File: src/isa_pkg.sv
package isa_pkg;

  // Major opcodes
  localparam logic [6:0] OPC_OP     = 7'b0110011;
  localparam logic [6:0] OPC_OP_IMM = 7'b0010011;
  localparam logic [6:0] OPC_LUI    = 7'b0110111;

  // funct3 codes
  localparam logic [2:0] F3_ADD_SUB = 3'b000;
  localparam logic [2:0] F3_SLT     = 3'b010;
  localparam logic [2:0] F3_XOR     = 3'b100;
  localparam logic [2:0] F3_OR      = 3'b110;
  localparam logic [2:0] F3_AND     = 3'b111;

  // funct7 codes
  localparam logic [6:0] F7_BASE   = 7'b0000000;
  localparam logic [6:0] F7_SUB    = 7'b0100000;
  localparam logic [6:0] F7_MULDIV = 7'b0000001;

  // Operation requested of execute
  typedef enum logic [2:0] {
    ALU_ADD = 3'd0,
    ALU_SUB = 3'd1,
    ALU_AND = 3'd2,
    ALU_OR  = 3'd3,
    ALU_XOR = 3'd4,
    ALU_SLT = 3'd5,
    ALU_MUL = 3'd6
  } alu_op_e;

endpackage
File: src/core_pkg.sv
package core_pkg;

  localparam int XLEN        = 32;
  localparam int NUM_AREGS   = 32;
  localparam int REG_SEL     = 5;
  localparam int ROB_ENTRIES = 8;
  localparam int ROB_SEL     = 3;
  localparam int MUL_LATENCY = 3;

  localparam logic [XLEN-1:0] RESET_PC = '0;

  // IF to ID
  typedef struct packed {
    logic            valid;
    logic [XLEN-1:0] pc;
    logic [XLEN-1:0] insn;
  } fetch_pkt_t;

  // ID to DP
  typedef struct packed {
    logic               valid;
    logic [XLEN-1:0]    pc;
    logic [REG_SEL-1:0] rd;
    logic [REG_SEL-1:0] rs1;
    logic [REG_SEL-1:0] rs2;
    logic               uses_rs1;
    logic               uses_rs2;
    logic               wr_reg;
    logic               src_b_imm;
    logic [XLEN-1:0]    imm;
    isa_pkg::alu_op_e   alu_op;
    logic               is_mul;
    logic               illegal;
  } dec_pkt_t;

  typedef struct packed {
    logic               valid;
    logic               is_mul;
    isa_pkg::alu_op_e   alu_op;
    logic [XLEN-1:0]    op_a;
    logic [XLEN-1:0]    op_b;
    logic [ROB_SEL-1:0] tag;
  } issue_pkt_t;

  typedef struct packed {
    logic               valid;
    logic [ROB_SEL-1:0] tag;
    logic [XLEN-1:0]    data;
  } wb_pkt_t;

  // New ROB entry
  typedef struct packed {
    logic               valid;
    logic [ROB_SEL-1:0] tag;
    logic [XLEN-1:0]    pc;
    logic [REG_SEL-1:0] rd;
    logic               wr_reg;
    logic               illegal;
  } dispatch_pkt_t;

  typedef struct packed {
    logic               valid;
    logic [ROB_SEL-1:0] tag;
    logic [XLEN-1:0]    pc;
    logic [REG_SEL-1:0] rd;
    logic               wr_reg;
    logic               illegal;
  } commit_pkt_t;

  typedef struct packed {
    logic               valid;
    logic [XLEN-1:0]    pc;
    logic [REG_SEL-1:0] rd;
    logic               wr_reg;
    logic [XLEN-1:0]    data;
    logic               illegal;
  } retire_t;

endpackage

File: src/reorder_buffer.sv
module reorder_buffer (
  input  logic                    clk_i,
  input  logic                    arst_n_i,
  input  core_pkg::dispatch_pkt_t dispatch_i,
  input  core_pkg::wb_pkt_t       alu_wb_i,
  input  core_pkg::wb_pkt_t       mul_wb_i,
  output core_pkg::commit_pkt_t   commit_o
);

  logic [core_pkg::XLEN-1:0]        ent_pc [core_pkg::ROB_ENTRIES];
  logic [core_pkg::REG_SEL-1:0]     ent_rd [core_pkg::ROB_ENTRIES];
  logic [core_pkg::ROB_ENTRIES-1:0] ent_wr_reg;
  logic [core_pkg::ROB_ENTRIES-1:0] ent_illegal;
  logic [core_pkg::ROB_ENTRIES-1:0] done;
  logic [core_pkg::ROB_SEL-1:0]     head;

  always_ff @(posedge clk_i) begin
    if (dispatch_i.valid) begin
      ent_pc[dispatch_i.tag]      <= dispatch_i.pc;
      ent_rd[dispatch_i.tag]      <= dispatch_i.rd;
      ent_wr_reg[dispatch_i.tag]  <= dispatch_i.wr_reg;
      ent_illegal[dispatch_i.tag] <= dispatch_i.illegal;
    end
  end

  always_ff @(posedge clk_i or negedge arst_n_i) begin
    if (!arst_n_i) begin
      done <= '0;
      head <= '0;
    end else begin
      if (commit_o.valid) begin
        done[head] <= 1'b0;
        head       <= head + 1'b1;
      end
      if (alu_wb_i.valid) begin
        done[alu_wb_i.tag] <= 1'b1;
      end
      if (mul_wb_i.valid) begin
        done[mul_wb_i.tag] <= 1'b1;
      end
    end
  end

  // Head retires as soon as it is done
  always_comb begin
    commit_o.valid   = done[head];
    commit_o.tag     = head;
    commit_o.pc      = ent_pc[head];
    commit_o.rd      = ent_rd[head];
    commit_o.wr_reg  = ent_wr_reg[head];
    commit_o.illegal = ent_illegal[head];
  end

endmodule

File: config.mk
export PLATFORM = sky130hd
export DESIGN_NAME = reorder_buffer
export DESIGN_NICKNAME = d
export VERILOG_FILES = /design/src/isa_pkg.sv /design/src/core_pkg.sv /design/src/reorder_buffer.sv
export SDC_FILE = /design/constraint.sdc
export NUM_CORES = 1
export LEC_CHECK = 0
export BUFFER_PORTS_ARGS = -buffer_cell sky130_fd_sc_hd__buf_2
export CAP_MARGIN = 20
export CORE_MARGIN = 2
export CORE_UTILIZATION = 58
export CTS_CLUSTER_DIAMETER = 60
export CTS_CLUSTER_SIZE = 12
export DETAILED_ROUTE_END_ITERATION = 8
export PLACE_DENSITY = 0.8
export SLEW_MARGIN = 30
export SYNTH_ARGS = -nofsm -noshare
export SYNTH_HDL_FRONTEND = slang
export SYNTH_SLANG_ARGS = --single-unit
File: constraint.sdc
create_clock -name clk_i -period 1.83 [get_ports clk_i]
set_input_delay 0.183 -clock clk_i [delete_from_list [all_inputs] [get_ports clk_i]]
set_output_delay 0.183 -clock clk_i [all_outputs]
set_load 0.01 [all_outputs]
==> results.ini <==
[setup_path]
endpoint_kind=output pin
worstPathCellList=buf_8 -> buf_12 -> mux4_2 -> mux2_4 -> buf_6
timing.rr.end=head[1]
critPathArrivalTime_ns=2.31
max_stage_delay_ns=0.51
r2r_start=head[0]
rrSetupSlack_ns=-0.16
cp-endpoint=commit_o[33]
cp-start-kind=register
path_buf_inv=3
worstRegToRegCells=8
critical_path.startpoint=head[0]
cp.depth=5
required_ns=1.65
cp_top_family=multiplexers
crit_type=reg -> out
cp_slowest_cell=mux4_2
worstPathMaxFanout=6

[synth]
ys_ff_latch=323
syn_inst=528
yosys.area_share.adder_pct=0.0986
synth_top_area_share_pct=73.8
synthTopCellsByArea=edfxtp_1 74%, mux4_1 15%, mux2_2 3.6%
yosys.area_share.simple_pct=1.43
yosys.area.top_type=edfxtp_1
synth_area_um2=12700
async_reset_ff_share_pct=3.41
yosys_warnings=0
ys_types=31
syn_area_per_cell_um2=24.0
synth-xor-area-share_pct=0.0690
ys_seq_area_share_pct=76.0
synth_top_family_by_area=multiplexers
synth-compound-area-share_pct=1.03
muxShareOfSynthArea_pct=19.9
ys.flop_type=edfxtp_1
syn_nets=646
synth_edf_count=312

[finish]
regMostFlops=ent_pc
nNetsFinal=833
largest_reg_flops=256
drive_gt1_share_pct=40.6
num-fill-cells=1232
mostFrequentLayoutCells=312 x edfxtp_1, 74 x mux4_2, 58 x buf_2, 42 x dlygate4sd3_1, 41 x buf_6
final_cells=1020
final_common_cell=edfxtp_1
top_regs=ent_pc x256, ent_rd x40
syn_to_final_growth_pct=22.6

[sta]
fmax_ghz=0.402
slew_violations=0
rsz0062_at_grt=yes
setup_tns_ns=-24.38
holdWs_ns=0.0405
hold_violations=0
period_needed_ns=2.49
worstMarginPinSlew_ns=0.418
setup_viol=42
fin_ws_ns=-0.659
finClkSkew_ns=0.00484
period_share_pct=136
slew_headroom_pct=72.1

[routing]
vias_per_cell=6.01
vias=6130
drt_iter0_markers=559
detail-route-antenna-nets=0
wl_per_cell_um=25.3
first_pass_iters=5
drcViolationCount=0
drt-total-wl_mm=25.8

[outcome]
violations=setup timing
status=finished with violations

[floorplanning]
die_x_um=152
die_area_um2=23100
io-pin-count=160
fp-row-count=54
core_um2=21600
die_h_um=152
start_util_pct=58.7

[global_route]
grt_max_degree=40
gr-total-overflow=0
antenna_found_initial=1
grt_pass1_wl_mm=39.1
grt_use_total_pct=22.2
grt_pass1_vias=6645

[clocking]
clockBufferDepth=3
htreeDepth=1
tritoncts=done
cts_made_buffers=30
clk_latency_ns=0.54
ctsRootBufferMaster=clkbuf_16
clock_sinks=323
clkTransAtPathRegs_ns=0.06

[power_and_ir_drop]
p_comb_share_pct=37.7
switchingPower_uw=6160
p_clk_share_pct=24.5
pwr-share-seq_pct=37.8
p_total_uw=23000
swShare_pct=26.7
p_int_uw=16900
power.density_cell_area_nw_per_um2=1480
p_leak_uw=0.00535
vdd_ir_drop_max_mv=0.924

[place]
place_inst=899
place_congestion=0.801
port_buffers=95
dpl.hpwl_mm=12.5

[worst_hold_path]
holdCritPathClass=in -> async

[flow_run]
maxCapViolCount=0

layout make-up:
type	count	area [um2]	share of cell area (%)
antenna	1	2.50	0.0161
timing repair buffer	179	1850	11.9
clock buffer	56	870	5.59
tap	280	350	2.25
multi-input combinational	178	2810	18.1
sequential	323	9650	62.1
inverter	3	11.3	0.0724
worst register-to-register path, stage by stage (launching register included):
cell	delay (ns)
dfrtp_4	0.55
buf_12	0.17
buf_12	0.14
buf_6	0.12
mux2i_2	0.15
a22oi_2	0.22
nand2_2	0.12
buf_6	0.14
mux2_4	0.28
power by group through the flow:
stage	sequential [uW]	combinational (uW)	clock, uW
floorplan	8740	4020	0
global placement	8850	5630	0
detailed placement	8890	5780	0
CTS	8700	8130	5690
global route	8750	9200	5990
finish	8720	8690	5640
metal layers:
metal / track usage [%] / share of wire (%) / vias up
li1: - / - / 2614
met1: 31.1 / 42 / 3215
met2: 37.7 / 50 / 259
met3: 3.22 / 6.1 / 42
met4: 5.83 / 2.3 / 0
met5: 0 / 0 / -
how the worst min path moves through the flow:
stage / to / slack [ns] / start
2_1_floorplan: done[0] / -0.11 / arst_n_i
3_3_place_gp: done[2] / 0.06 / arst_n_i
3_5_place_dp: done[1] / 0.07 / arst_n_i
4_1_cts: done[7] / 0.02 / mul_wb_i[33]
5_1_grt: done[7] / 0.02 / mul_wb_i[33]
6_report: done[4] / 0.04 / arst_n_i
cell families (layout without fill, tap and decap cells):
group                      after synthesis  count (layout)
other                                    0               1
muxes                                  122             122
DFF                                    323             323
xor gates and xnor gates                 1               1
buffers and inverters                   27             238
AOI/OAI and AO/OA                       16              16
and+or+nand+nor                         38              38
adders and majority gates                1               1
synth_stat cells, types with 2 or more instances:
master	count
buf_1	6
buf_2	6
buf_6	8
clkbuf_1	3
dfrtp_1	11
edfxtp_1	312
inv_1	3
mux2_2	40
mux2i_1	3
mux4_1	74
mux4_2	4
nand2_1	13
nand2b_1	9
nor2_1	7
nor2b_1	2
nor3_1	4
o21ai_0	3
o221ai_1	6
o31ai_1	2
repair_timing:
action / 4_1_cts / 5_1_grt
pin swaps: 2 / 0
endpoints found under the setup margin: 41 / 44
hold endpoints to repair: 324 / 0
gates resized for setup: 105 / 64
hold buffers: 42 / 0
cloned: 8 / 2
buffers inserted: 17 / 0
through the flow:
step	util [%]	setup slack [ns]	area (um2)
2_1_floorplan	-	-0.453	12700
3_3_place_gp	63.6	-0.131	13800
5_1_grt	71.9	-0.711	15500
6_report	71.9	-0.659	15500
3_5_place_dp	63.6	-0.175	13800
4_1_cts	71.7	-0.707	15500
Power figures use the tool's default switching activity.
