==> src/isa_pkg.sv <==
package isa_pkg;

  // Major opcodes
  localparam logic [6:0] OPC_OP     = 7'b0110011;
  localparam logic [6:0] OPC_OP_IMM = 7'b0010011;
  localparam logic [6:0] OPC_LUI    = 7'b0110111;

  // funct3 codes
  localparam logic [2:0] F3_ADD_SUB = 3'b000;
  localparam logic [2:0] F3_SLT     = 3'b010;
  localparam logic [2:0] F3_XOR     = 3'b100;
  localparam logic [2:0] F3_OR      = 3'b110;
  localparam logic [2:0] F3_AND     = 3'b111;

  // funct7 codes
  localparam logic [6:0] F7_BASE   = 7'b0000000;
  localparam logic [6:0] F7_SUB    = 7'b0100000;
  localparam logic [6:0] F7_MULDIV = 7'b0000001;

  // Operation requested of execute
  typedef enum logic [2:0] {
    ALU_ADD = 3'd0,
    ALU_SUB = 3'd1,
    ALU_AND = 3'd2,
    ALU_OR  = 3'd3,
    ALU_XOR = 3'd4,
    ALU_SLT = 3'd5,
    ALU_MUL = 3'd6
  } alu_op_e;

endpackage
==> src/core_pkg.sv <==
package core_pkg;

  localparam int XLEN        = 32;
  localparam int NUM_AREGS   = 32;
  localparam int REG_SEL     = 5;
  localparam int ROB_ENTRIES = 8;
  localparam int ROB_SEL     = 3;
  localparam int MUL_LATENCY = 3;

  localparam logic [XLEN-1:0] RESET_PC = '0;

  // IF to ID
  typedef struct packed {
    logic            valid;
    logic [XLEN-1:0] pc;
    logic [XLEN-1:0] insn;
  } fetch_pkt_t;

  // ID to DP
  typedef struct packed {
    logic               valid;
    logic [XLEN-1:0]    pc;
    logic [REG_SEL-1:0] rd;
    logic [REG_SEL-1:0] rs1;
    logic [REG_SEL-1:0] rs2;
    logic               uses_rs1;
    logic               uses_rs2;
    logic               wr_reg;
    logic               src_b_imm;
    logic [XLEN-1:0]    imm;
    isa_pkg::alu_op_e   alu_op;
    logic               is_mul;
    logic               illegal;
  } dec_pkt_t;

  typedef struct packed {
    logic               valid;
    logic               is_mul;
    isa_pkg::alu_op_e   alu_op;
    logic [XLEN-1:0]    op_a;
    logic [XLEN-1:0]    op_b;
    logic [ROB_SEL-1:0] tag;
  } issue_pkt_t;

  typedef struct packed {
    logic               valid;
    logic [ROB_SEL-1:0] tag;
    logic [XLEN-1:0]    data;
  } wb_pkt_t;

  // New ROB entry
  typedef struct packed {
    logic               valid;
    logic [ROB_SEL-1:0] tag;
    logic [XLEN-1:0]    pc;
    logic [REG_SEL-1:0] rd;
    logic               wr_reg;
    logic               illegal;
  } dispatch_pkt_t;

  typedef struct packed {
    logic               valid;
    logic [ROB_SEL-1:0] tag;
    logic [XLEN-1:0]    pc;
    logic [REG_SEL-1:0] rd;
    logic               wr_reg;
    logic               illegal;
  } commit_pkt_t;

  typedef struct packed {
    logic               valid;
    logic [XLEN-1:0]    pc;
    logic [REG_SEL-1:0] rd;
    logic               wr_reg;
    logic [XLEN-1:0]    data;
    logic               illegal;
  } retire_t;

endpackage

==> src/decode_unit.sv <==
module decode_unit (
  input  logic                 clk_i,
  input  logic                 arst_n_i,
  input  logic                 stall_i,
  input  core_pkg::fetch_pkt_t fetch_i,
  output core_pkg::dec_pkt_t   dec_o
);

  logic [6:0]                   opcode;
  logic [2:0]                   funct3;
  logic [6:0]                   funct7;
  logic [core_pkg::REG_SEL-1:0] rd;
  logic [core_pkg::REG_SEL-1:0] rs1;
  logic [core_pkg::REG_SEL-1:0] rs2;
  logic                         legal;
  core_pkg::dec_pkt_t           dec_d;

  assign opcode = fetch_i.insn[6:0];
  assign rd     = fetch_i.insn[11:7];
  assign funct3 = fetch_i.insn[14:12];
  assign rs1    = fetch_i.insn[19:15];
  assign rs2    = fetch_i.insn[24:20];
  assign funct7 = fetch_i.insn[31:25];

  always_comb begin
    dec_d        = '0;
    dec_d.valid  = fetch_i.valid;
    dec_d.pc     = fetch_i.pc;
    dec_d.rd     = rd;
    dec_d.alu_op = isa_pkg::ALU_ADD;
    legal        = 1'b1;
    case (opcode)
      isa_pkg::OPC_OP: begin
        dec_d.uses_rs1 = 1'b1;
        dec_d.uses_rs2 = 1'b1;
        dec_d.wr_reg   = 1'b1;
        if (funct7 == isa_pkg::F7_BASE) begin
          case (funct3)
            isa_pkg::F3_ADD_SUB: dec_d.alu_op = isa_pkg::ALU_ADD;
            isa_pkg::F3_SLT:     dec_d.alu_op = isa_pkg::ALU_SLT;
            isa_pkg::F3_XOR:     dec_d.alu_op = isa_pkg::ALU_XOR;
            isa_pkg::F3_OR:      dec_d.alu_op = isa_pkg::ALU_OR;
            isa_pkg::F3_AND:     dec_d.alu_op = isa_pkg::ALU_AND;
            default:             legal = 1'b0;
          endcase
        end else if (funct7 == isa_pkg::F7_SUB && funct3 == isa_pkg::F3_ADD_SUB) begin
          dec_d.alu_op = isa_pkg::ALU_SUB;
        end else if (funct7 == isa_pkg::F7_MULDIV && funct3 == isa_pkg::F3_ADD_SUB) begin
          // MUL shares funct3 000 with ADD
          dec_d.alu_op = isa_pkg::ALU_MUL;
          dec_d.is_mul = 1'b1;
        end else begin
          legal = 1'b0;
        end
      end
      isa_pkg::OPC_OP_IMM: begin
        dec_d.uses_rs1  = 1'b1;
        dec_d.wr_reg    = 1'b1;
        dec_d.src_b_imm = 1'b1;
        dec_d.imm       = {{20{fetch_i.insn[31]}}, fetch_i.insn[31:20]};
        case (funct3)
          isa_pkg::F3_ADD_SUB: dec_d.alu_op = isa_pkg::ALU_ADD;
          isa_pkg::F3_XOR:     dec_d.alu_op = isa_pkg::ALU_XOR;
          isa_pkg::F3_OR:      dec_d.alu_op = isa_pkg::ALU_OR;
          isa_pkg::F3_AND:     dec_d.alu_op = isa_pkg::ALU_AND;
          default:             legal = 1'b0;
        endcase
      end
      isa_pkg::OPC_LUI: begin
        // x0 + imm through the adder
        dec_d.wr_reg    = 1'b1;
        dec_d.src_b_imm = 1'b1;
        dec_d.imm       = {fetch_i.insn[31:12], 12'b0};
      end
      default: legal = 1'b0;
    endcase

    // Illegal goes down the pipe as a nop
    if (!legal) begin
      dec_d.uses_rs1  = 1'b0;
      dec_d.uses_rs2  = 1'b0;
      dec_d.wr_reg    = 1'b0;
      dec_d.src_b_imm = 1'b0;
      dec_d.imm       = '0;
      dec_d.is_mul    = 1'b0;
      dec_d.alu_op    = isa_pkg::ALU_ADD;
      dec_d.illegal   = 1'b1;
    end
    if (rd == '0) begin
      dec_d.wr_reg = 1'b0;
    end
    // Unused sources read x0
    dec_d.rs1 = dec_d.uses_rs1 ? rs1 : '0;
    dec_d.rs2 = dec_d.uses_rs2 ? rs2 : '0;
  end

  always_ff @(posedge clk_i or negedge arst_n_i) begin
    if (!arst_n_i) begin
      dec_o <= '0;
    end else if (!stall_i) begin
      dec_o <= dec_d;
    end
  end

endmodule

==> config.mk <==
export PLATFORM = sky130hd
export DESIGN_NAME = decode_unit
export DESIGN_NICKNAME = d
export VERILOG_FILES = /design/src/isa_pkg.sv /design/src/core_pkg.sv /design/src/decode_unit.sv
export SDC_FILE = /design/constraint.sdc
export NUM_CORES = 1
export LEC_CHECK = 0
export BUFFER_PORTS_ARGS = -buffer_cell sky130_fd_sc_hd__buf_2
export CAP_MARGIN = 20
export CORE_UTILIZATION = 40
export DETAILED_ROUTE_END_ITERATION = 8
export PLACE_DENSITY = 0.68
export SETUP_SLACK_MARGIN = 0.2
export SYNTH_ARGS = -nofsm -noshare
export SYNTH_HDL_FRONTEND = slang
export SYNTH_SLANG_ARGS = --single-unit
==> constraint.sdc <==
create_clock -name clk_i -period 1.18 [get_ports clk_i]
set_input_delay 0.236 -clock clk_i [delete_from_list [all_inputs] [get_ports clk_i]]
set_output_delay 0.236 -clock clk_i [all_outputs]
set_load 0.005 [all_outputs]
==> flow_summary.ini <==
[timing]
grt_setup_unrepaired = yes
setup_viol = 22
post-route-period-util_pct = 111
hold_viol = 0
fmax_mhz = 762
tightest_slew_ns = 0.395
relSlewSlack_pct = 73.4
period_minus_slack_ns = 1.31
whs_ns = 0.118
drv_slew = 0
finClkSkew_ns = 0
setup_ws_ns = -0.133

[power_and_ir_drop]
irDropWorstVdd_uv = 666
leakage_nw = 3.08
cellPowerDensity_nw_per_um2 = 1130

[global_route]
grt_pass1_wl_mm = 17.0
overflow = 0
track_usage_pct = 22.0
antenna_found_initial = 0
grt_max_degree = 54
grt_pass1_vias = 3267

[worst_setup_path]
r2r_setup_slack_ns = 0.19
start_kind = primary input
critPathRequiredTime_ns = 1.43
endpoint = dec_o[4]
r2r-start = dec_o[25]
r2r-end = dec_o[25]
r2r_cells = 4
critPathArrivalTime_ns = 1.56
crit_type = primary input to flip-flop
cp-end-kind = flip-flop
crit_start = fetch_i[14]
critPathMaxFanout = 4

[synth]
synth_top_flop_cell = dfrtp_1
ys_top_cells_by_count = dfrtp_1 (89), mux2_2 (38), nand2_1 (37)
post-synth-top-area-fraction_pct = 57.3
synth_seq_cells = 89
synth_warnings = 0
syn_nets = 388
yosysMostFrequentCell = dfrtp_1
synthArstFlopShare_pct = 100
synth_edf_count = 0
syn_inst = 320
synth_top_area_cell = dfrtp_1
avgSynthCellArea_um2 = 12.2
netlist_area_um2 = 3890
synth.distinct_cells = 44
yosysSeqAreaShare_pct = 57.3
synthTopCellsByArea = dfrtp_1 (57%), mux2_2 (11%), o41ai_2 (4.6%), nand2_1 (3.6%), o31ai_1 (3.3%)

[die]
num_rows = 35
die_area_um2 = 10100
die_w_um = 101
start_util_pct = 41.7
core_um2 = 9330
pin_count = 157
fp.dieH_um = 101

[finish]
multi_input_area_um2 = 1770
top_regs = dec_o x89
top_register = dec_o
fin_nets = 623
regArea_um2 = 2230
drive_gt1_share_pct = 61.6
syn2layout_area_growth_pct = 56.2
final_util_pct = 65.1
fill_cells = 742
largest_register_ffs = 89
diodes = 0

[run]
drv_cap = 0

[clock_tree]
clock_latency_ns = 0.35
htreeDepth = 3
cts_tree = yes
cts-root-buf = clkbuf_8
clock_path_buffers = 2
cts_made_buffers = 9
clock_sinks = 89
clk_pin_slew_worst_paths_ns = 0.09

[placement]
place_congestion = 0.810
hpwl_mm = 7.53
port_buffers = 156

[outcome]
status = complete, but fails checks
violations = setup timing

[route]
drt_iter0_drc = 91
via_per_inst = 5.18
vias = 3568
wirelength_mm = 11.7
wl_per_cell_um = 17.0
remaining_drc_errors = 0
dr.pass1.iters = 4
antenna_left = 0

[worst_hold_path]
holdCritStartpoint = fetch_i[52]
min_path_type = primary input to flip-flop
-- cells by family (layout without fill, tap and decap cells) --
group / Yosys count / count (layout) / share of synthesized area [%]
DFF: 89 / 89 / 57.3
AOI/OAI and AO/OA: 86 / 92 / 18.1
and+or+nand+nor: 65 / 65 / 8.36
buffers and inverters: 41 / 275 / 5.02
muxes: 38 / 38 / 11.0
xor gates and xnor gates: 1 / 1 / 0.225
-- placed cells by master (no fill, tap or decap), types with 10 or more instances in the layout --
cell	netlist	layout
a22oi_1	11	10
buf_2	3	148
buf_4	0	69
buf_6	5	14
clkbuf_8	0	10
dfrtp_1	89	89
inv_1	17	17
mux2_2	38	36
nand2_1	37	35
o41ai_2	11	12
-- area by class of cell --
cell class,count,area share [%]
timing repair buffer,242,26.4
tap,129,2.66
clock inverter,4,1.63
clock buffer,12,2.39
sequential,89,36.7
multi-input combinational,196,29.2
inverter,17,1.05
-- report_power, final --
group | switching, mW | internal, mW | leakage, nW
Clock | 1.08 | 1.48 | 0.121
Combinational | 0.521 | 0.536 | 1.81
Sequential | 0.0626 | 3.18 | 1.15
Total | 1.66 | 5.20 | 3.08
-- worst min path at each step --
stage	to	slack, ns	cells after the start
6_report	dec_o[76]	0.12	2
5_1_grt	dec_o[80]	0.09	2
4_1_cts	dec_o[76]	0.1	2
3_5_place_dp	dec_o[56]	0.23	2
3_3_place_gp	dec_o[56]	0.23	2
2_1_floorplan	dec_o[0]	-0.06	0
-- routing by layer --
| metal | global-route usage, % | share of wire, % | vias up |
|---|---|---|---|
| li1 | - | - | 1649 |
| met1 | 26.7 | 41 | 1757 |
| met2 | 38.4 | 50 | 141 |
| met3 | 5.27 | 6.7 | 21 |
| met4 | 7.47 | 1.8 | 0 |
| met5 | 0 | 0 | - |
-- per-stage QoR --
step	instances	setup TNS, ns	power, mW	cell area, um^2	setup WS [ns]
3_3_place_gp	625	-18.15	4.16	5130	-0.432
2_1_floorplan	320	-9.63	3.69	3970	-0.295
4_1_cts	667	0	6.84	5770	0.0120
6_report	689	-0.717	6.86	6070	-0.133
3_5_place_dp	625	-19.79	4.18	5130	-0.489
5_1_grt	689	-1.32	7.16	6070	-0.208
-- worst max-delay path, stage by stage --
cell and delay [ns]:
buf_8 0.11, buf_6 0.11, buf_6 0.12, o31ai_1 0.39
a31o_2 0.23, o211ai_1 0.13, o31ai_1 0.24
-- repair_timing --
| item | CTS | global route |
|---|---|---|
| hold buffers | 1 | 0 |
| pin swaps | 11 | 12 |
| endpoints found under the setup margin | 138 | 140 |
| gates resized for setup | 39 | 32 |
| cloned | 4 | 2 |
| buffers inserted | 21 | 20 |
| endpoints found under the hold margin | 89 | 0 |
Power figures use the tool's default switching activity.
