## config.mk

```make
export PLATFORM = sky130hd
export DESIGN_NAME = rename_dispatch
export DESIGN_NICKNAME = d
export VERILOG_FILES = /design/src/isa_pkg.sv /design/src/core_pkg.sv /design/src/rename_dispatch.sv
export SDC_FILE = /design/constraint.sdc
export NUM_CORES = 2
export LEC_CHECK = 0
export BUFFER_PORTS_ARGS = -buffer_cell sky130_fd_sc_hd__buf_2
export CAP_MARGIN = 20
export CORE_UTILIZATION = 31
export DETAILED_ROUTE_END_ITERATION = 8
export SETUP_SLACK_MARGIN = 0.02
export SLEW_MARGIN = 20
export SYNTH_ARGS = -nofsm -noshare
export SYNTH_HDL_FRONTEND = slang
export SYNTH_SLANG_ARGS = --single-unit
export TNS_END_PERCENT = 5
```

## constraint.sdc

```tcl
create_clock -name clk_i -period 6.1 [get_ports clk_i]
set_clock_uncertainty 0.2 [all_clocks]
set_input_delay 0.61 -clock clk_i [delete_from_list [all_inputs] [get_ports clk_i]]
set_output_delay 0.61 -clock clk_i [all_outputs]
set_load 0.02 [all_outputs]
```

## src/isa_pkg.sv

```systemverilog
package isa_pkg;

  // Major opcodes
  localparam logic [6:0] OPC_OP     = 7'b0110011;
  localparam logic [6:0] OPC_OP_IMM = 7'b0010011;
  localparam logic [6:0] OPC_LUI    = 7'b0110111;

  // funct3 codes
  localparam logic [2:0] F3_ADD_SUB = 3'b000;
  localparam logic [2:0] F3_SLT     = 3'b010;
  localparam logic [2:0] F3_XOR     = 3'b100;
  localparam logic [2:0] F3_OR      = 3'b110;
  localparam logic [2:0] F3_AND     = 3'b111;

  // funct7 codes
  localparam logic [6:0] F7_BASE   = 7'b0000000;
  localparam logic [6:0] F7_SUB    = 7'b0100000;
  localparam logic [6:0] F7_MULDIV = 7'b0000001;

  // Operation requested of execute
  typedef enum logic [2:0] {
    ALU_ADD = 3'd0,
    ALU_SUB = 3'd1,
    ALU_AND = 3'd2,
    ALU_OR  = 3'd3,
    ALU_XOR = 3'd4,
    ALU_SLT = 3'd5,
    ALU_MUL = 3'd6
  } alu_op_e;

endpackage
```

## src/core_pkg.sv

```systemverilog
package core_pkg;

  localparam int XLEN        = 32;
  localparam int NUM_AREGS   = 32;
  localparam int REG_SEL     = 5;
  localparam int ROB_ENTRIES = 8;
  localparam int ROB_SEL     = 3;
  localparam int MUL_LATENCY = 3;

  localparam logic [XLEN-1:0] RESET_PC = '0;

  // IF to ID
  typedef struct packed {
    logic            valid;
    logic [XLEN-1:0] pc;
    logic [XLEN-1:0] insn;
  } fetch_pkt_t;

  // ID to DP
  typedef struct packed {
    logic               valid;
    logic [XLEN-1:0]    pc;
    logic [REG_SEL-1:0] rd;
    logic [REG_SEL-1:0] rs1;
    logic [REG_SEL-1:0] rs2;
    logic               uses_rs1;
    logic               uses_rs2;
    logic               wr_reg;
    logic               src_b_imm;
    logic [XLEN-1:0]    imm;
    isa_pkg::alu_op_e   alu_op;
    logic               is_mul;
    logic               illegal;
  } dec_pkt_t;

  typedef struct packed {
    logic               valid;
    logic               is_mul;
    isa_pkg::alu_op_e   alu_op;
    logic [XLEN-1:0]    op_a;
    logic [XLEN-1:0]    op_b;
    logic [ROB_SEL-1:0] tag;
  } issue_pkt_t;

  typedef struct packed {
    logic               valid;
    logic [ROB_SEL-1:0] tag;
    logic [XLEN-1:0]    data;
  } wb_pkt_t;

  // New ROB entry
  typedef struct packed {
    logic               valid;
    logic [ROB_SEL-1:0] tag;
    logic [XLEN-1:0]    pc;
    logic [REG_SEL-1:0] rd;
    logic               wr_reg;
    logic               illegal;
  } dispatch_pkt_t;

  typedef struct packed {
    logic               valid;
    logic [ROB_SEL-1:0] tag;
    logic [XLEN-1:0]    pc;
    logic [REG_SEL-1:0] rd;
    logic               wr_reg;
    logic               illegal;
  } commit_pkt_t;

  typedef struct packed {
    logic               valid;
    logic [XLEN-1:0]    pc;
    logic [REG_SEL-1:0] rd;
    logic               wr_reg;
    logic [XLEN-1:0]    data;
    logic               illegal;
  } retire_t;

endpackage

```

## src/rename_dispatch.sv

```systemverilog
module rename_dispatch (
  input  logic                    clk_i,
  input  logic                    arst_n_i,
  input  core_pkg::dec_pkt_t      dec_i,
  input  core_pkg::wb_pkt_t       alu_wb_i,
  input  core_pkg::wb_pkt_t       mul_wb_i,
  input  core_pkg::commit_pkt_t   commit_i,
  output logic                    stall_o,
  output core_pkg::issue_pkt_t    issue_o,
  output core_pkg::dispatch_pkt_t dispatch_o,
  output core_pkg::retire_t       retire_o
);

  logic [core_pkg::XLEN-1:0]        arf      [core_pkg::NUM_AREGS];
  logic [core_pkg::NUM_AREGS-1:0]   busy;
  logic [core_pkg::ROB_SEL-1:0]     rtag     [core_pkg::NUM_AREGS];
  logic [core_pkg::XLEN-1:0]        rrf_data [core_pkg::ROB_ENTRIES];
  logic [core_pkg::ROB_ENTRIES-1:0] rrf_valid;
  logic [core_pkg::ROB_SEL-1:0]     alloc_ptr;
  logic [core_pkg::ROB_SEL:0]       free_cnt;

  logic [core_pkg::REG_SEL-1:0] src_reg [2];
  logic                         src_use [2];
  logic                         src_rdy [2];
  logic [core_pkg::XLEN-1:0]    src_val [2];
  logic                         srcs_ok;
  logic                         tag_ok;
  logic                         do_issue;

  assign src_reg[0] = dec_i.rs1;
  assign src_reg[1] = dec_i.rs2;
  assign src_use[0] = dec_i.uses_rs1;
  assign src_use[1] = dec_i.uses_rs2;

  // Operands come from the ARF, the RRF or a writeback port this cycle
  always_comb begin
    logic [core_pkg::ROB_SEL-1:0] t;
    for (int i = 0; i < 2; i++) begin
      t          = rtag[src_reg[i]];
      src_rdy[i] = 1'b1;
      src_val[i] = arf[src_reg[i]];
      if (busy[src_reg[i]]) begin
        if (rrf_valid[t]) begin
          src_val[i] = rrf_data[t];
        end else if (alu_wb_i.valid && alu_wb_i.tag == t) begin
          src_val[i] = alu_wb_i.data;
        end else if (mul_wb_i.valid && mul_wb_i.tag == t) begin
          src_val[i] = mul_wb_i.data;
        end else begin
          src_rdy[i] = 1'b0;
        end
      end
    end
  end

  assign srcs_ok  = (!src_use[0] || src_rdy[0]) && (!src_use[1] || src_rdy[1]);
  // A commit this cycle frees the head tag for reuse
  assign tag_ok   = (free_cnt != '0) || commit_i.valid;
  assign stall_o  = dec_i.valid && !(srcs_ok && tag_ok);
  assign do_issue = dec_i.valid && !stall_o;

  always_ff @(posedge clk_i or negedge arst_n_i) begin
    if (!arst_n_i) begin
      issue_o    <= '0;
      dispatch_o <= '0;
    end else begin
      issue_o.valid      <= do_issue;
      issue_o.is_mul     <= dec_i.is_mul;
      issue_o.alu_op     <= dec_i.alu_op;
      issue_o.op_a       <= src_val[0];
      issue_o.op_b       <= dec_i.src_b_imm ? dec_i.imm : src_val[1];
      issue_o.tag        <= alloc_ptr;
      dispatch_o.valid   <= do_issue;
      dispatch_o.tag     <= alloc_ptr;
      dispatch_o.pc      <= dec_i.pc;
      dispatch_o.rd      <= dec_i.rd;
      dispatch_o.wr_reg  <= dec_i.wr_reg;
      dispatch_o.illegal <= dec_i.illegal;
    end
  end

  always_ff @(posedge clk_i or negedge arst_n_i) begin
    if (!arst_n_i) begin
      for (int r = 0; r < core_pkg::NUM_AREGS; r++) begin
        arf[r] <= '0;
      end
      busy      <= '0;
      rrf_valid <= '0;
      alloc_ptr <= '0;
      free_cnt  <= (core_pkg::ROB_SEL + 1)'(core_pkg::ROB_ENTRIES);
    end else begin
      if (alu_wb_i.valid) begin
        rrf_valid[alu_wb_i.tag] <= 1'b1;
      end
      if (mul_wb_i.valid) begin
        rrf_valid[mul_wb_i.tag] <= 1'b1;
      end
      if (commit_i.valid && commit_i.wr_reg) begin
        arf[commit_i.rd] <= rrf_data[commit_i.tag];
        if (rtag[commit_i.rd] == commit_i.tag) begin
          busy[commit_i.rd] <= 1'b0;
        end
      end
      // Comes after commit so a same-cycle rename keeps rd busy
      if (do_issue) begin
        alloc_ptr            <= alloc_ptr + 1'b1;
        rrf_valid[alloc_ptr] <= 1'b0;
        if (dec_i.wr_reg) begin
          busy[dec_i.rd] <= 1'b1;
        end
      end
      free_cnt <= free_cnt - (core_pkg::ROB_SEL + 1)'(do_issue)
                           + (core_pkg::ROB_SEL + 1)'(commit_i.valid);
    end
  end

  always_ff @(posedge clk_i) begin
    if (do_issue && dec_i.wr_reg) begin
      rtag[dec_i.rd] <= alloc_ptr;
    end
    if (alu_wb_i.valid) begin
      rrf_data[alu_wb_i.tag] <= alu_wb_i.data;
    end
    if (mul_wb_i.valid) begin
      rrf_data[mul_wb_i.tag] <= mul_wb_i.data;
    end
  end

  always_comb begin
    retire_o.valid   = commit_i.valid;
    retire_o.pc      = commit_i.pc;
    retire_o.rd      = commit_i.rd;
    retire_o.wr_reg  = commit_i.wr_reg;
    retire_o.data    = rrf_data[commit_i.tag];
    retire_o.illegal = commit_i.illegal;
  end

endmodule

```

==> results.toml <==
[logic_synthesis]
avgSynthCellArea_um2 = 12.1
synth_edf_count = 352
synth_warnings = 0
ys_seq_area_frac = 0.482
netlist_area_um2 = 83200
synth_cell_types = 63
synthFlopType = "dfrtp_1"
async_flop_share = 0.771
netlist_instances = 6891
yosys_register_bits = 1534
synth_nets = 7104

[min_path]
worstHoldPathType = "in2reg"
worstHoldStart = "alu_wb_i[16]"
worstHoldPathCells = 2

[die]
chipHeight_um = 520
core_um2 = 266000
dieArea_um2 = 271000
io_pins = 394
fp.dieW_um = 520
core.rowCount = 189
initial_utilization = 0.313

[worst_setup_path]
r2r_start = "rtag[15][1]"
required_ps = 5290
critPathLaunchType = "input pin"
path_class = "in2out"
worstPathArrival_ps = 4150
crit_path_max_fanout = 39
cp-startpoint = "dec_i[48]"
r2r_setup_slack_ps = 1280
cp-end-kind = "primary output"
ff2ff_path_depth = 11

[place]
placed_cells = 10161
dp_hpwl_um = 182000
io_buffers = 327
gp_congestion = 0.893

[run]
drv_cap = 0

[timing]
rsz0062_at_grt = "no"
fin_crit_sh = 0.813
slew_headroom = 0.122
drv_slew = 0
tns_ps = 0
hold_viol_final = 0
worst_slew_pin_slew_ps = 1320
timing.fmax_mhz = 202
period_minus_slack_ps = 4960
finalSetupViolCount = 0

[drt]
ant_nets = 0
drc = 0
wl_per_cell_um = 27.7
dr.pass1.iters = 7
vias = 62160
drtIter0Drc = 7481
wirelength_um = 295000
avgViaCountPerCell = 5.83

[clock_network]
cts-root-buf = "clkbuf_16"
cts.sinks = 1534
clock_path_buffers = 4
htreeDepth = 4
cts_resized = 0
cts_buffers = 179
ctsHoldBuffers = 160
cts_tree = "yes"
clkTransAtPathRegs_ps = 60
postCtsSetupRepairBufs = 0
clk_latency_ps = 890

[finish]
syn_to_final_growth_pct = 15.8
nNetsFinal = 7185
layout_common_cells = "dfrtp_1 (1181), a21oi_1 (938), nor2_1 (908)"
final_common_cell = "dfrtp_1"
drive_above_1_share = 0.287
fillers = 25614
fin_cells = 10665
post-route-util = 0.362

[global_routing]
grt_first_pass_wirelength_um = 427000
grt_pass1_vias = 61169
grt_max_degree = 182
antenna_found_initial = 20
grt_overflow = 0
grtUsageTotal = 0.213

[power_and_ir_drop]
power-per-cell-area_nw_per_um2 = 344
peakVddDrop_mv = 0.246
leakage_nw = 38.1

[outcome]
status = "completed"
## synth_stat cells, types with 77 or more instances
cell type  count  area (µm²)
mux2i_1      261        2610
a21oi_1      938        4690
mux4_2       777       17500
mux2_2       354        3990
o31ai_1       77         578
o211ai_1     126         946
nor2_1       938        3520
nand2_1      389        1460
a211oi_1      98         736
buf_1        105         394
clkbuf_1     567        2130
dfrtp_1     1181       29600
edfxtp_1     352       10600
o21ai_0      234        1170
## power by group
| part | total, mW | switching (mW) | leakage [nW] | internal (mW) |
|---|---|---|---|---|
| registers | 13.6 | 1.26 | 18.2 | 12.4 |
| logic | 8.44 | 4.74 | 17.0 | 3.70 |
| clock network | 11.1 | 4.60 | 2.95 | 6.47 |
| total | 33.1 | 10.6 | 38.1 | 22.5 |
## cells by family after synthesis
family                   share of synthesized area
multiplexers                                 0.290
buffers and inverters                       0.0407
AO/OA/AOI/OAI                                0.110
XOR/XNOR                                   0.00200
flip-flops                                   0.482
adder cells (fa/ha/maj)                    0.00114
AND/OR/NAND/NOR                             0.0743
## cell type report
| type | count | area [µm²] | share of cell area |
|---|---|---|---|
| Antenna cell | 17 | 42.5 | 0.000442 |
| Clock buffer | 267 | 5420 | 0.0562 |
| Clock inverter | 57 | 612 | 0.00635 |
| Inverter | 46 | 178 | 0.00184 |
| Multi-Input combinational cell | 4528 | 40500 | 0.420 |
| Sequential cell | 1534 | 40100 | 0.417 |
| Tap cell | 3533 | 4420 | 0.0459 |
| Timing Repair Buffer | 683 | 5060 | 0.0525 |
## stage by stage
| stage | setup WS (ps) | hold WS (ps) | power (mW) | area, µm² |
|---|---|---|---|---|
| final | 1140 | 38.1 | 33.1 | 96400 |
| after global routing | 1050 | 53.1 | 34.5 | 96300 |
| after CTS | 1130 | 0.105 | 33.2 | 96200 |
| after detailed placement | 542 | 291 | 22.0 | 88600 |
| after global placement | 585 | 274 | 21.7 | 88600 |
| after floorplan | 1320 | 114 | 19.0 | 83200 |
## critical path: stages
cell     delay, ps
buf_6          460
nor2b_1        390
nand2_1        110
nand4_1        120
nand4_1        530
mux2i_1        350
mux2i_1        100
mux2_2         290
nor3_1         340
nand3_1        210
a21oi_1        320
buf_2          250
## sequential cells by signal (all words and copies together), names as in the netlist
register    cells
rtag           96
issue_o        68
alloc_ptr       3
dispatch_o     43
free_cnt        4
rrf_valid       8
arf          1024
busy           32
rrf_data      256
## worst paths after layout
kind                                        end
worst min-delay path            rrf_data[7][16]
worst min register to register         arf[737]
worst max register to register      issue_o[23]
worst max-delay path                    stall_o
max in group asynchronous           issue_o[69]
min in group asynchronous        dispatch_o[35]
## layer usage
layer | track usage | part of all wire
met5 | 0 | 0.000075
met2 | 0.333 | 0.46
met1 | 0.287 | 0.40
met3 | 0.0436 | 0.10
met4 | 0.0895 | 0.043
Note: power is estimated with default switching activity, not from simulation.
