`src/isa_pkg.sv`:
```
package isa_pkg;

  // Major opcodes
  localparam logic [6:0] OPC_OP     = 7'b0110011;
  localparam logic [6:0] OPC_OP_IMM = 7'b0010011;
  localparam logic [6:0] OPC_LUI    = 7'b0110111;

  // funct3 codes
  localparam logic [2:0] F3_ADD_SUB = 3'b000;
  localparam logic [2:0] F3_SLT     = 3'b010;
  localparam logic [2:0] F3_XOR     = 3'b100;
  localparam logic [2:0] F3_OR      = 3'b110;
  localparam logic [2:0] F3_AND     = 3'b111;

  // funct7 codes
  localparam logic [6:0] F7_BASE   = 7'b0000000;
  localparam logic [6:0] F7_SUB    = 7'b0100000;
  localparam logic [6:0] F7_MULDIV = 7'b0000001;

  // Operation requested of execute
  typedef enum logic [2:0] {
    ALU_ADD = 3'd0,
    ALU_SUB = 3'd1,
    ALU_AND = 3'd2,
    ALU_OR  = 3'd3,
    ALU_XOR = 3'd4,
    ALU_SLT = 3'd5,
    ALU_MUL = 3'd6
  } alu_op_e;

endpackage
```
`src/core_pkg.sv`:
```
package core_pkg;

  localparam int XLEN        = 32;
  localparam int NUM_AREGS   = 32;
  localparam int REG_SEL     = 5;
  localparam int ROB_ENTRIES = 8;
  localparam int ROB_SEL     = 3;
  localparam int MUL_LATENCY = 3;

  localparam logic [XLEN-1:0] RESET_PC = '0;

  // IF to ID
  typedef struct packed {
    logic            valid;
    logic [XLEN-1:0] pc;
    logic [XLEN-1:0] insn;
  } fetch_pkt_t;

  // ID to DP
  typedef struct packed {
    logic               valid;
    logic [XLEN-1:0]    pc;
    logic [REG_SEL-1:0] rd;
    logic [REG_SEL-1:0] rs1;
    logic [REG_SEL-1:0] rs2;
    logic               uses_rs1;
    logic               uses_rs2;
    logic               wr_reg;
    logic               src_b_imm;
    logic [XLEN-1:0]    imm;
    isa_pkg::alu_op_e   alu_op;
    logic               is_mul;
    logic               illegal;
  } dec_pkt_t;

  typedef struct packed {
    logic               valid;
    logic               is_mul;
    isa_pkg::alu_op_e   alu_op;
    logic [XLEN-1:0]    op_a;
    logic [XLEN-1:0]    op_b;
    logic [ROB_SEL-1:0] tag;
  } issue_pkt_t;

  typedef struct packed {
    logic               valid;
    logic [ROB_SEL-1:0] tag;
    logic [XLEN-1:0]    data;
  } wb_pkt_t;

  // New ROB entry
  typedef struct packed {
    logic               valid;
    logic [ROB_SEL-1:0] tag;
    logic [XLEN-1:0]    pc;
    logic [REG_SEL-1:0] rd;
    logic               wr_reg;
    logic               illegal;
  } dispatch_pkt_t;

  typedef struct packed {
    logic               valid;
    logic [ROB_SEL-1:0] tag;
    logic [XLEN-1:0]    pc;
    logic [REG_SEL-1:0] rd;
    logic               wr_reg;
    logic               illegal;
  } commit_pkt_t;

  typedef struct packed {
    logic               valid;
    logic [XLEN-1:0]    pc;
    logic [REG_SEL-1:0] rd;
    logic               wr_reg;
    logic [XLEN-1:0]    data;
    logic               illegal;
  } retire_t;

endpackage

```
`src/fetch_unit.sv`:
```
module fetch_unit (
  input  logic                      clk_i,
  input  logic                      arst_n_i,
  input  logic                      stall_i,
  input  logic [core_pkg::XLEN-1:0] insn_i,
  output logic [core_pkg::XLEN-1:0] pc_o,
  output core_pkg::fetch_pkt_t      fetch_o
);

  // PC and IF/ID register both freeze on stall
  always_ff @(posedge clk_i or negedge arst_n_i) begin
    if (!arst_n_i) begin
      pc_o    <= core_pkg::RESET_PC;
      fetch_o <= '0;
    end else if (!stall_i) begin
      pc_o          <= pc_o + (core_pkg::XLEN)'(4);
      fetch_o.valid <= 1'b1;
      fetch_o.pc    <= pc_o;
      fetch_o.insn  <= insn_i;
    end
  end

endmodule

```
`config.mk`:
```
export PLATFORM = sky130hd
export DESIGN_NAME = fetch_unit
export DESIGN_NICKNAME = d
export VERILOG_FILES = /design/src/isa_pkg.sv /design/src/core_pkg.sv /design/src/fetch_unit.sv
export SDC_FILE = /design/constraint.sdc
export NUM_CORES = 1
export LEC_CHECK = 0
export BUFFER_PORTS_ARGS = -buffer_cell sky130_fd_sc_hd__buf_2
export CAP_MARGIN = 20
export CELL_PAD_IN_SITES_DETAIL_PLACEMENT = 2
export CELL_PAD_IN_SITES_GLOBAL_PLACEMENT = 2
export CORE_MARGIN = 2
export CORE_UTILIZATION = 30
export CTS_BUF_LIST = sky130_fd_sc_hd__clkbuf_8
export DETAILED_ROUTE_END_ITERATION = 10
export PLACE_DENSITY = 0.85
export SETUP_SLACK_MARGIN = 0.02
export SYNTH_ARGS = -nofsm -noshare
export SYNTH_HDL_FRONTEND = slang
export SYNTH_SLANG_ARGS = --single-unit
```
`constraint.sdc`:
```
create_clock -name clk_i -period 1.81 [get_ports clk_i]
set_clock_uncertainty 0.05 [all_clocks]
set_input_delay 0.0905 -clock clk_i [delete_from_list [all_inputs] [get_ports clk_i]]
set_output_delay 0.0905 -clock clk_i [all_outputs]
set_load 0.01 [all_outputs]
```
==> results by group, run 1 <==
Power and ir drop
  • Pleak: 0.002660 uW
  • PwrDens: 929.7 nW/um^2
  • Sw frac: 0.2774
  • Sequential share of power: 0.512
  • Peak supply drop: 482.4 uV
  • Int Pwr: 3485 uW
  • Clk network pwr share: 0.306
  • Combinational Power Share: 0.182
  • NetSw: 1338 uW

Placement
  • IO Port Bufs: 127
  • Routability cong.: 0.7736
  • Placement Cell Area: 4637 sq um
  • DP Wirelength: 7159 microns

Synthesis
  • Primary FF master, synth: dfrtp_1
  • Seq/Total Area, Yosys: 0.6212
  • Synth area leader: dfrtp_1
  • Gate count after technology mapping: 260
  • Yosys reg bits: 93
  • Commonest cells in the synthesized netlist: dfrtp_1, mux2_2, xor2_1
  • Ys async rst share: 1.000
  • Netlist cell types: 26
  • YS warnings: 0
  • Mean post-synth cell area: 14.41 sq um
  • Top cell type's share of synthesized area: 0.6212
  • Top cells by area, synth: dfrtp_1, mux2_2, xor2_1
  • EDFF count, synth: 0
  • Synthesized area: 3746 sq um
  • Top-count cell post-synth: dfrtp_1

Drt
  • DRT Wirelength: 10520 microns
  • 1st-iter DRT viols: 71
  • Post-DRT Antenna Nets: 0
  • DRC viols: 0
  • Routed vias/inst: 4.483
  • Avg WL per Cell: 17.38 microns
  • DR vias: 2712
  • Number of detailed-route iterations in the first pass: 4

Final layout
  • Sequential Area: 2327 sq um
  • Layout cells sized above 1: 0.5229
  • Layout net count: 467
  • Final std cell area, no fill: 5187 sq um
  • Multi-input combinational cell area: 1358 sq um
  • Area grow syn2layout: 38.48%
  • Fill count: 1260

CTS
  • CTS tree: yes
  • Clock Tree Buf Depth: 2
  • Clock Latency Late Sink: 0.37 ns
  • Clock buffer count from CTS: 9
  • H-tree levels: 3
  • Clock transition at the registers of the reported paths: 0.09 ns
  • Root Buffer: clkbuf_8
  • CTS sink cnt: 93

STA
  • Fin. Hold Viols: 0
  • Final Cycle Share: 0.9250
  • Unrepaired setup endpoints after global routing: true
  • Slew Limit Fails: 0
  • Hold Slack: 0.04471 ns
  • Setup TNS: 0 ns
  • FMAX: 597.3 MHz
  • Final Critical Period: 1.674 ns
  • Setup violations, final: 0

Floorplanning
  • Core region area: 12110 sq um
  • Die Span Y: 115.7 microns
  • Starting density of the core: 0.3093
  • Chip Width: 115.7 microns
  • # IOs: 132
  • Rows: 40
  • Die area: 13400 sq um

Status
  • Outcome: complete, no violations

Global routing
  • Vias in the first global route: 3145
  • Initial antenna violation count: 0
  • Remaining global-route overflow: 0
  • Largest net degree at the start of global routing: 51
  • First-pass GRT wire length: 17040 microns
  • Gr usage total: 0.1688

Worst setup path
  • Startpoint Class: flop
  • R2R depth: 5
  • R2r setup slk: 0.14 ns
  • Crit Path Class: flop to flop
  • Required time of the critical path: 2.06 ns
  • Arr. time, crit path: 1.92 ns
  • Crit-path max FO: 6
  • CP endpoint kind: flop

Min path
  • Min-Delay Path Class: input pin to flop
  • Number of instances on the worst hold path: 3

Run
  • Max-cap violations: 0
==> flip-flops by register name, indices dropped and copies added, names as in the netlist <==
name and cells:
fetch_o 63, pc_o 30
==> logic make-up after synthesis <==
family | count (synthesis) | synth area share
other | 1 | 0.001001
flip-flops | 93 | 0.6212
buffers and inverters | 16 | 0.02138
multiplexers | 60 | 0.1804
AO/OA/AOI/OAI | 3 | 0.004007
adder cells (fa/ha/maj) | 1 | 0.003339
AND/OR/NAND/NOR | 57 | 0.1009
XOR/XNOR | 29 | 0.06780
==> power by group through the flow <==
| stage | clock network [uW] | logic (uW) | registers [uW] |
|---|---|---|---|
| detailed placement | 0 | 834 | 2510 |
| finish | 1480 | 877 | 2470 |
| global placement | 0 | 800 | 2480 |
| CTS | 1540 | 893 | 2470 |
| floorplan | 0 | 289 | 2600 |
| global route | 1620 | 962 | 2510 |
==> cell type report <==
type | instances | share of cell area
flip-flops and latches | 93 | 0.4486
multi-input cells | 154 | 0.2617
repair buffers | 170 | 0.2060
well taps | 168 | 0.04052
clock buffers | 12 | 0.03184
clock inverters | 4 | 0.008683
inverters | 3 | 0.002171
diodes | 1 | 0.0004824
==> layer usage <==
| metal | vias to the layer above | wire length (microns) | track usage | share of wire |
|---|---|---|---|---|
| li1 | 1235 | - | - | - |
| met1 | 1381 | 4009 | 0.1856 | 0.38 |
| met2 | 85 | 5698 | 0.3049 | 0.54 |
| met3 | 11 | 677 | 0.05805 | 0.064 |
| met4 | 0 | 131 | 0.05635 | 0.012 |
| met5 | - | 0 | 0 | 0 |
==> layout by cell type (no fill, tap or decap), types with 4 or more instances in the layout <==
master / netlist / final
nor2_1: 6 / 6
nor4_2: 4 / 4
dlygate4sd3_1: 0 / 33
xnor2_1: 11 / 11
buf_4: 4 / 9
buf_2: 4 / 126
nand2_1: 9 / 9
mux2_2: 60 / 60
dfrtp_1: 93 / 93
xor2_1: 18 / 18
nor3_1: 8 / 7
conb_1: 1 / 4
clkbuf_8: 0 / 12
nand3_1: 9 / 9
==> per-stage QoR <==
stage	instances	util	power [uW]	setup slack, ns
after floorplan	263	-	2889	0.2685
after global placement	555	0.3829	3283	0.2196
after detailed placement	555	0.3829	3346	0.1394
after CTS	604	0.4275	4906	0.1088
after global routing	604	0.4281	5094	0.007478
final	605	0.4283	4823	0.1358
==> critical path, cell delays in order (launching register included) <==
cell	delay [ns]
dfrtp_1	0.44
ha_1	0.20
and4b_2	0.29
nand2_2	0.13
nor4_2	0.32
xor2_1	0.17
==> worst paths after layout <==
path	from	end
min in group asynchronous	arst_n_i	fetch_o[45]
worst min register to register	fetch_o[64]	fetch_o[64]
worst min-delay path	stall_i	fetch_o[48]
max in group asynchronous	arst_n_i	fetch_o[14]
worst max-delay path	pc_o[2]	pc_o[30]
worst max register to register	pc_o[2]	pc_o[30]
==> timing repair <==
action | CTS | global route
resized for setup | 0 | 3
hold endpoints to repair | 104 | 0
buffers inserted | 0 | 0
setup endpoints to repair | 0 | 4
hold buffers | 33 | 0
Power figures use the tool's default switching activity.
==> inputs of run 2 (changes only) <==
--- a/config.mk
+++ b/config.mk
@@ -9,7 +9,7 @@
 export CAP_MARGIN = 20
 export CELL_PAD_IN_SITES_DETAIL_PLACEMENT = 2
 export CELL_PAD_IN_SITES_GLOBAL_PLACEMENT = 2
-export CORE_MARGIN = 2
+export CORE_ASPECT_RATIO = 1.75
 export CORE_UTILIZATION = 30
 export CTS_BUF_LIST = sky130_fd_sc_hd__clkbuf_8
 export DETAILED_ROUTE_END_ITERATION = 10
==> constraint.sdc (replaced) <==
create_clock -name clk_i -period 1.7 [get_ports clk_i]
set_clock_uncertainty 0.05 [all_clocks]
set_input_delay 0.085 -clock clk_i [delete_from_list [all_inputs] [get_ports clk_i]]
set_output_delay 0.085 -clock clk_i [all_outputs]
set_load 0.01 [all_outputs]
==> run 2 against run 1 <==
Net effect: sequential cell count unchanged; clock-buffer cell count fell by 3; sequential power up 5%; non-clock buffer count rose by 10; combinational power increased by 21%; register-to-register slack lost 0.02 ns; sequential share of layout area shrank 0.84 points; first-iteration DRC count fell by 38%.
==> results by group, run 2 (same netlist as run 1, synthesis figures left out) <==
Drt
  • DRT Wirelength: 10420 microns
  • Avg WL per Cell: 17.05 microns
  • DR vias: 2743
  • 1st-iter DRT viols: 44
  • Routed vias/inst: 4.489
  • Post-DRT Antenna Nets: 0
  • Number of detailed-route iterations in the first pass: 4
  • DRC viols: 0

Floorplanning
  • Rows: 53
  • Core region area: 12070 sq um
  • Starting density of the core: 0.3104
  • Die Span Y: 149.8 microns
  • Chip Width: 86.47 microns
  • Die area: 12960 sq um
  • # IOs: 132

Worst setup path
  • Startpoint Class: input pin
  • CP endpoint kind: flop
  • Critical-path cell list: dlygate4sd3_1 > buf_2 > and4b_2 > nand4_2 > nor3_1 > xor2_1
  • RR Endpoint: pc_o[29]
  • Crit path from: stall_i
  • Crit-path max FO: 6
  • Worst path max stage delay: 0.54 ns
  • Worst r2r src: pc_o[20]
  • Required time of the critical path: 1.94 ns
  • Slowest-stage cell, CP: dlygate4sd3_1
  • CP endpoint: pc_o[21]
  • R2R depth: 4
  • Arr. time, crit path: 1.82 ns
  • R2r setup slk: 0.12 ns
  • Crit Path Class: input pin to flop

CTS
  • CTS sink cnt: 93
  • H-tree levels: 3
  • Clock Latency Late Sink: 0.36 ns
  • Clock transition at the registers of the reported paths: 0.10 ns
  • Clock buffer count from CTS: 9
  • CTS tree: yes
  • Root Buffer: clkbuf_8
  • Clock Tree Buf Depth: 2

Placement
  • Cells after DPL: 559
  • DP Wirelength: 7437 microns
  • Routability cong.: 0.7078
  • IO Port Bufs: 127
  • Placement Cell Area: 4673 sq um
  • Setup WS pre-CTS: 0.01945 ns

Final layout
  • Area grow syn2layout: 41.18%
  • Fill count: 1275
  • Final std cell area, no fill: 5289 sq um
  • Layout net count: 477
  • Final Util: 0.4382
  • Top Registers: fetch_o: 63 flops, pc_o: 30 flops
  • Most common cell after layout, fill and taps aside: buf_2
  • Number of flip-flops in the largest register: 63
  • Non-filler cells, final: 611
  • N_diodes: 0
  • Layout cells sized above 1: 0.5404
  • Commonest non-fill, non-tap cells in the layout: buf_2, dfrtp_1, mux2_2
  • Register bank with the most flops: fetch_o

Power and ir drop
  • Pleak: 0.002740 uW
  • Peak supply drop: 553.4 uV
  • PwrDens: 971.5 nW/um^2

Min path
  • Min-Delay Path Class: input pin to asynchronous set/reset pin

Global routing
  • First-pass GRT wire length: 16460 microns
  • Initial antenna violation count: 0
  • Vias in the first global route: 3177
  • Remaining global-route overflow: 0
  • Largest net degree at the start of global routing: 51
  • Gr usage total: 0.1692

STA
  • Slew margin rel.: 0.5906
  • Final Critical Period: 1.579 ns
  • Setup slack after layout: 0.1206 ns
  • Worst Tran Pin Value: 0.6141 ns
  • Final Cycle Share: 0.9290
  • Setup violations, final: 0
  • Setup TNS: 0 ns
  • FMAX: 633.2 MHz
  • Unrepaired setup endpoints after global routing: true
  • Fin. Hold Viols: 0
  • Slew Limit Fails: 0

Run
  • Max-cap violations: 0

Status
  • Outcome: complete, no violations
## run 2: changes by cell type in the layout (fill, tap and decap cells not counted), moves of 3 or more
cell      delta
buf_4       +10
clkbuf_8     -3
nor4_2       -3
nor4_4       +3
## run 2: how the worst min path moves through the flow
stage	to	slack, ns	cells after the start
4_1_cts	fetch_o[24]	0.13	2
3_3_place_gp	fetch_o[44]	-0.02	1
2_1_floorplan	fetch_o[0]	-0.26	0
6_report	fetch_o[40]	0.14	2
3_5_place_dp	fetch_o[44]	-0.009	1
5_1_grt	fetch_o[31]	0.15	2
## run 2: what timing repair did
action                     4_1_cts  5_1_grt
hold buffers                    34        0
hold endpoints to repair       105        0
setup buffers                    1        1
resized for setup                2       13
pin swaps                        0        1
setup endpoints to repair        3        6
## run 2: cell type report
| type | count | area, sq um | share of cell area |
|---|---|---|---|
| inverter | 3 | 11.26 | 0.002129 |
| clock buffer | 9 | 123.9 | 0.02342 |
| timing repair buffer | 180 | 1134 | 0.2143 |
| sequential | 93 | 2328 | 0.4403 |
| clock inverter | 7 | 67.56 | 0.01278 |
| multi-input combinational | 154 | 1418 | 0.2680 |
| tap | 165 | 206.4 | 0.03903 |
## run 2: metrics by stage
stage / hold WS, ns / power, uW
2_1_floorplan: -0.2606 / 3076
3_3_place_gp: -0.01535 / 3539
3_5_place_dp: -0.008630 / 3619
4_1_cts: 0.1317 / 5207
5_1_grt: 0.1483 / 5397
6_report: 0.1377 / 5138
## run 2: per-layer routing
| layer | vias up | routed length, microns | global-route usage |
|---|---|---|---|
| met5 | - | 0 | 0 |
| met4 | 0 | 172 | 0.04750 |
| met3 | 10 | 465 | 0.05074 |
| met2 | 78 | 6248 | 0.3341 |
| met1 | 1403 | 3530 | 0.1644 |
| li1 | 1252 | - | - |
## run 2: report_power, final
part	leakage (uW)	switching [uW]	internal, uW
registers	0.00117	151	2450
clock network	0.0000964	808	672
logic	0.00147	531	530
## run 2: worst max-delay path, delay by kind of cell
| kind | cells | cell delay [ns] |
|---|---|---|
| AND/OR/NAND/NOR | 3 | 0.87 |
| XOR/XNOR | 1 | 0.17 |
| buffers and inverters | 2 | 0.70 |
